==> src/hw/mips_pkg.sv <==
`default_nettype none

package mips_pkg;

	typedef logic [31:0] word_t;
	typedef logic [4:0] reg_addr_t;
	typedef logic [5:0] opcode_t;
	typedef logic [5:0] funct_t;
	typedef logic [3:0] alu_op_t;

	// primary opcodes
	localparam opcode_t OP_RTYPE = 6'h00;
	localparam opcode_t OP_J     = 6'h02;
	localparam opcode_t OP_BEQ   = 6'h04;
	localparam opcode_t OP_BNE   = 6'h05;
	localparam opcode_t OP_ADDIU = 6'h09;
	localparam opcode_t OP_ORI   = 6'h0d;
	localparam opcode_t OP_LUI   = 6'h0f;
	localparam opcode_t OP_LW    = 6'h23;
	localparam opcode_t OP_SW    = 6'h2b;
	localparam opcode_t OP_OUT   = 6'h3e;
	localparam opcode_t OP_HALT  = 6'h3f;

	// r-type function codes
	localparam funct_t FN_SLL  = 6'h00;
	localparam funct_t FN_SRL  = 6'h02;
	localparam funct_t FN_ADDU = 6'h21;
	localparam funct_t FN_SUBU = 6'h23;
	localparam funct_t FN_AND  = 6'h24;
	localparam funct_t FN_OR   = 6'h25;
	localparam funct_t FN_XOR  = 6'h26;
	localparam funct_t FN_SLT  = 6'h2a;

	localparam alu_op_t ALU_ADD = 4'd0;
	localparam alu_op_t ALU_SUB = 4'd1;
	localparam alu_op_t ALU_AND = 4'd2;
	localparam alu_op_t ALU_OR  = 4'd3;
	localparam alu_op_t ALU_XOR = 4'd4;
	localparam alu_op_t ALU_SLT = 4'd5;
	localparam alu_op_t ALU_SLL = 4'd6;
	localparam alu_op_t ALU_SRL = 4'd7;
	localparam alu_op_t ALU_LUI = 4'd8;

	typedef enum logic [1:0] {
		ST_IDLE,
		ST_RUN,
		ST_HALT
	} run_state_t;

endpackage

`default_nettype wire

==> src/hw/memory_access.sv <==
`default_nettype none

module memory_access #(
	parameter int DATA_ADDR_WIDTH = 4
) (
	input  wire logic          CLK,
	input  wire logic          reset,
	input  wire logic          ex_valid,
	input  mips_pkg::word_t    alu_result,
	input  mips_pkg::word_t    store_data,
	input  mips_pkg::reg_addr_t ex_dest,
	input  wire logic          ex_reg_write,
	input  wire logic          ex_mem_read,
	input  wire logic          ex_mem_write,
	input  wire logic          ex_is_out,
	input  wire logic          ex_is_halt,
	output logic               wb_write,
	output mips_pkg::reg_addr_t wb_dest,
	output mips_pkg::word_t    wb_data,
	output logic               out_valid,
	output mips_pkg::word_t    out_data,
	output logic               halted
);

	mips_pkg::word_t dmem [2**DATA_ADDR_WIDTH];

	logic [DATA_ADDR_WIDTH-1:0] data_addr;
	mips_pkg::word_t load_data;
	logic halt_seen;

	// word address, wraps at the memory size
	assign data_addr = alu_result[DATA_ADDR_WIDTH+1:2];
	assign load_data = dmem[data_addr];

	always_ff @(posedge CLK) begin
		if (ex_valid && ex_mem_write) begin
			dmem[data_addr] <= store_data;
		end
	end

	assign wb_write = ex_valid && ex_reg_write;
	assign wb_dest = ex_dest;
	assign wb_data = ex_mem_read ? load_data : alu_result;

	assign out_valid = ex_valid && ex_is_out;
	assign out_data = store_data;

	always_ff @(posedge CLK) begin
		if (reset) begin
			halt_seen <= 1'b0;
		end else if (ex_valid && ex_is_halt) begin
			halt_seen <= 1'b1;
		end
	end

	// high from the halt's own writeback cycle
	assign halted = halt_seen || (ex_valid && ex_is_halt);

	no_read_and_write: assert property (@(posedge CLK) disable iff (reset)
		ex_valid |-> !(ex_mem_read && ex_mem_write));

endmodule

`default_nettype wire

==> config.mk <==
export PLATFORM = sky130hd
export DESIGN_NAME = memory_access
export DESIGN_NICKNAME = d
export VERILOG_FILES = /design/src/hw/mips_pkg.sv /design/src/hw/memory_access.sv
export SDC_FILE = /design/constraint.sdc
export NUM_CORES = 1
export LEC_CHECK = 0
export BUFFER_PORTS_ARGS = -buffer_cell sky130_fd_sc_hd__buf_2
export CORE_MARGIN = 5
export CORE_UTILIZATION = 55
export CTS_BUF_LIST = sky130_fd_sc_hd__clkbuf_16
export DETAILED_ROUTE_END_ITERATION = 8
export PLACE_DENSITY_LB_ADDON = 0.08
export SYNTH_ARGS = -nofsm -noshare
export SYNTH_HDL_FRONTEND = slang
export SYNTH_SLANG_ARGS = --single-unit
==> constraint.sdc <==
create_clock -name CLK -period 4.51 [get_ports CLK]
set_input_delay 0.2255 -clock CLK [delete_from_list [all_inputs] [get_ports CLK]]
set_output_delay 0.2255 -clock CLK [all_outputs]
set_load 0.02 [all_outputs]
==> impl_results.md, run 1 <==
* Status: finished clean
* Hold Path Cell Cnt at 3
* Crit. End Element: output pin
* Top Ports at roughly 150
* Final cycle utilization of the critical path at 0.666
* 1st-pass router iterations at 5
* Worst vdd ir at 0.313 mV
* 1st-iter DRT viols at 776
* Root Buffer: clkbuf_16
* First-pass GRT wire length at ~67,000 µm
* PortBufs at 138
* Clock slew at reported path FFs at 0.06 ns
* Antenna Nets Post-Route at 0
* Yosys cell types at 38
* Core Footprint at 36,500 µm²
* Post-CTS Setup Bufs at 0
* R2r worst-path depth at 2
* Sequential share of the synthesized area at 0.759
* Asr flop ratio synth at 0
* H-tree depth at 2
* Final net count at between 1,000 and 1,500
* Overall Power at 9.69 mW
* Layout overhead on the synthesized area at 12.0%
* WS Path Type: in -> out
* Final Hold Viols at 0
* Switching share of total power at 0.210
* Fin util at 0.622
* All-Layer GR Usage at 0.215
* WHS at roughly 0.025 ns
* CTS max path bufs at 3
* Total CTS buffers at 50
* Syn avg cell area at 18.9 µm²
* Worst Tran Pin Value at 1.20 ns
* Pwr/cell area at 426 nW/µm²
* Post-synth EDFFs at ~510
* Die area at 40,800 µm²
* P_leak at a little under 8 nW
* Layout cells sized above 1 at 0.255
* Syn. warnings at 0
* Die Height at a little over 200 µm
* Hold path endpoint: halt_seen
* GRT Residual Overflow at 0
* ANT cells at 0
* Max-Cap Viols at 0
* Die Wd at 202 µm
* Via count at 10,213
* Worst R2R Setup Slack at 3.83 ns
* Largest net degree at the start of global routing at 52
* Vias in the first global route at approximately 11,000
* RSZ-0062 raised after global routing: false
* FILL cells at 2,649
* Min-delay src: ex_is_halt
* FF+latch area at between 15,000 and 20,000 µm²
* Syn_nets at 1,148
* Combinational fraction of design power at 0.061
* Final setup viols at 0
* Flop pwr share at 0.548
* Area of the multi-input gates at 4310 µm²
* HPWL after DPL at about 26,000 µm
* Type of the worst min-delay path: in -> reg
* Post-Route WL at 43,800 µm
* # DRC at 0
* Wirelength per Cell at about 26 µm
* Setup TNS Final at 0 ns
* Fmax at around 330 MHz
* R2R Path Start: halt_seen
* Placed cells at between 1,500 and 2,000
* Rel. slew slack at 0.196
* Clock Power Share at 0.391
* Cell count after synthesis at 1,071
* NetSw at between 2 and 2.5 mW
* CP Data Arrival Time at 2.78 ns
* Fin. max-slew vios at 0
* Final non-filler cell total at between 1,500 and 2,000
* Initial Utilization at 0.556
* Max FO, Critical Path at 51
* CP startpoint kind: primary input
* Later-pin clock latency in the skew report at approximately 0.55 ns
* FP Rows at 70
* Yosys reg bits at 513
* Gp weighted congestion at ~0.72
* CTS tree: yes
* Antenna violations before repair at 0
* Post-route minimum period at 3.00 ns
* Mapped Area at roughly 20,000 µm²
* Synth Flop Type: edfxtp_1
* Worst reg2reg endpoint: halt_seen
* Clock Sinks at 513
* Via density at 6.02
* Worst path required time at 4.28 ns
* Power Internal at between 7 and 8 mW
* Final worst clock skew at 0 ns
-- cell usage after synthesis, types with 14 or more instances --
cell type  number  area, µm²
a22oi_1        17        128
a31oi_1        31        194
buf_2          16       80.1
buf_4          48        360
buf_6          14        158
clkbuf_1       15       56.3
edfxtp_1      512      15400
mux2i_1       157       1570
mux4_2         50       1130
nand2_1        18       67.6
nor2_1         65        244
o211ai_1       17        128
o22ai_1        36        225
-- repair_timing --
item / CTS / global route
resized for setup: 0 / 0
hold buffers: 1 / 0
endpoints found under the hold margin: 1 / 0
-- registers in the layout (all words and copies together) (netlist names) --
name	flops
halt_seen	1
dmem	512
-- worst max path at each step --
stage                     cells past startpoint          end          start
after floorplan                               6   dmem[0][0]  alu_result[2]
after global placement                        5  dmem[1][11]  alu_result[2]
after detailed placement                      5  dmem[1][13]  alu_result[2]
after CTS                                     7  wb_data[31]  alu_result[2]
after global routing                          7  wb_data[31]  alu_result[2]
final                                         7   wb_data[0]  alu_result[2]
-- power groups by stage --
stage | Combinational [mW] | Sequential, mW | Clock, mW
global route | 0.640 | 5.32 | 4.08
global placement | 0.593 | 5.41 | 0
floorplan | 0.388 | 5.41 | 0
detailed placement | 0.598 | 5.42 | 0
finish | 0.591 | 5.32 | 3.78
CTS | 0.600 | 5.32 | 3.86
-- area by class of cell --
class	instances	area share
multi-input cells	457	0.190
well taps	468	0.0258
clock buffers	51	0.0562
repair buffers	169	0.0414
clock inverters	36	0.00919
flip-flops and latches	513	0.677
inverters	2	0.000330
-- stage by stage --
stage	cell area, µm²	setup slack (ns)
global route	22700	1.25
CTS	22700	1.45
finish	22700	1.51
detailed placement	21200	1.35
floorplan	20300	1.51
global placement	21200	1.42
-- critical path: stages --
cell	delay, ns
clkbuf_8	0.42
buf_4	0.79
nor2_2	0.39
a221oi_1	0.35
o21ai_1	0.10
a31oi_1	0.22
buf_2	0.22
-- kinds of logic after synthesis --
logic type,count (synthesis),share of synthesized area
flops,513,0.759
compound gates,143,0.0506
buf+inv,101,0.0348
mux,207,0.133
simple gates,107,0.0230
-- cell usage in the layout (no fill, tap or decap), types with 17 or more instances in the layout --
cell type,netlist,routed
o22ai_1,36,36
mux4_2,50,50
nor2_1,65,49
clkbuf_16,0,51
mux2i_1,157,157
o211ai_1,17,17
nand2_1,18,18
edfxtp_1,512,512
a31oi_1,31,31
a22oi_1,17,17
buf_2,16,136
buf_4,48,30
-- layer usage --
metal	global-route usage	wire [µm]
met1	0.321	19400
met2	0.348	21300
met3	0.0314	2620
met4	0.0393	538
met5	0	0
Note: power is estimated with default switching activity, not from simulation.
==> inputs of run 2 (changes only) <==
- clock period: 4.51 -> 2.8 ns (I/O delays scaled with it)
==> impl_results.md, run 2 (synthesis gave the netlist of run 1 again) <==
* Status: finished clean
* Combinational fraction of design power at 0.065
* Flop pwr share at 0.555
* WHS at roughly 0.28 ns
* Die Height at 202 µm
* Leading cell type in the layout, fill and taps excluded: edfxtp_1
* FP Rows at 70
* Max stage delay on crit path at approximately 1.1 ns
* Regs by FF count: dmem x512, halt_seen x1
* All-Layer GR Usage at 0.222
* PortBufs at 138
* Worst vdd ir at 0.478 mV
* Later-pin clock latency in the skew report at approximately 0.55 ns
* Via density at between 5 and 6
* Max FO, Critical Path at 32
* Number of flip-flops in the largest register at between 500 and 600
* Post-Route WL at 45,100 µm
* # DRC at 0
* Layout overhead on the synthesized area at 14.5%
* CP Data Arrival Time at 2.14 ns
* Via count at 10,448
* Commonest cells after routing, fill and taps aside: edfxtp_1 (512), mux2i_1 (157), buf_2 (136), clkbuf_16 (51), mux4_2 (50)
* Fmax at 439 MHz
* Gp weighted congestion at 0.744
* Fin util at 0.636
* Pwr/cell area at 664 nW/µm²
* Crit. End Element: output pin
* Crit-path cells: clkbuf_8 -> nor2b_1 -> a221oi_1 -> o21ai_0 -> a31oi_1 -> buf_2
* 1st-iter DRT viols at 789
* Fin. max-slew vios at 0
* Vias in the first global route at 10,954
* Initial Utilization at 0.556
* Antenna Nets Post-Route at 0
* Core Footprint at 36,500 µm²
* CTS max path bufs at 3
* H-tree depth at 2
* Final setup viols at 0
* Critical-path top delay cell: nor2b_1
* Final Cell Area at 23,200 µm²
* Final worst clock skew at 0 ns
* Top Ports at ~150
* CTS tree: yes
* Reg with most FFs: dmem
* HPWL after DPL at approximately 27,000 µm
* Worst R2R Setup Slack at 1.58 ns
* CP startpoint kind: primary input
* Wirelength per Cell at 25.7 µm
* Root Buffer: clkbuf_16
* Power Internal at 12.2 mW
* NetSw at 3.27 mW
* WS Path Type: in -> out
* Clock Sinks at 513
* Overall Power at 15.4 mW
* Worst path required time at 2.66 ns
* Final net count at 1,327
* Die Wd at about 200 µm
* RSZ-0062 raised after global routing: false
* Final Hold Viols at 0
* Post-route minimum period at between 2 and 2.5 ns
* Post-DP Area at 21,500 µm²
* 1st-pass router iterations at 5
* First-pass GRT wire length at 68,600 µm
* P_leak at 8.04 nW
* Rel. slew slack at 0.119
* Worst Tran Pin Value at 1.32 ns
* Final cycle utilization of the critical path at 0.813
* Switching share of total power at 0.211
* Type of the worst min-delay path: in -> out
* ANT cells at 0
* Layout cells sized above 1 at 0.257
* Largest net degree at the start of global routing at between 50 and 60
* GRT Residual Overflow at 0
* Max-Cap Viols at 0
* Total CTS buffers at 50
* Antenna violations before repair at 0
* Clock Power Share at 0.380
* Die area at about 40,000 µm²
## run 2: power groups by stage
stage | Clock, mW | Combinational [mW] | Sequential (mW)
finish | 5.87 | 1.01 | 8.56
global route | 6.31 | 1.09 | 8.56
CTS | 6.00 | 1.02 | 8.56
detailed placement | 0 | 0.983 | 8.72
global placement | 0 | 0.972 | 8.72
floorplan | 0 | 0.626 | 8.72
## run 2: final cells by class
class | count | area, µm²
Inverter | 2 | 7.51
Multi-Input combinational cell | 457 | 4310
Fill cell | 2574 | 13300
Tap cell | 468 | 586
Sequential cell | 513 | 15400
Clock inverter | 34 | 138
Timing Repair Buffer | 226 | 1530
Clock buffer | 51 | 1280
## run 2: timing repair
action / 4_1_cts / 5_1_grt
hold endpoints to repair: 507 / 0
resized for setup: 0 / 0
hold buffers: 34 / 0
setup buffers: 0 / 0
## run 2: worst paths after layout
kind	cells after the start	end	startpoint
worst min register to register	3	halt_seen	halt_seen
worst max register to register	3	halt_seen	halt_seen
worst min-delay path	0	wb_dest[2]	ex_dest[2]
worst max-delay path	6	wb_data[18]	alu_result[2]
## run 2: metrics by stage
step,setup TNS (ns),setup slack (ns),cells
global route,0,0.368,1751
CTS,0,0.494,1751
detailed placement,0,0.503,1632
finish,0,0.524,1751
global placement,0,0.505,1632
floorplan,-14.48,-0.113,1071
## run 2: routing by layer
metal	vias to the layer above	GRT usage	routed length (µm)
met3	55	0.0329	2750
met1	5384	0.332	20000
met2	333	0.352	21600
met4	0	0.0522	786
li1	4676	-	-
met5	-	0	0
## run 2: critical path: cells and delay by family
family / cells / cell delay (ns)
simple gates: 1 / 1.06
compound gates: 3 / 0.48
buf+inv: 2 / 0.43
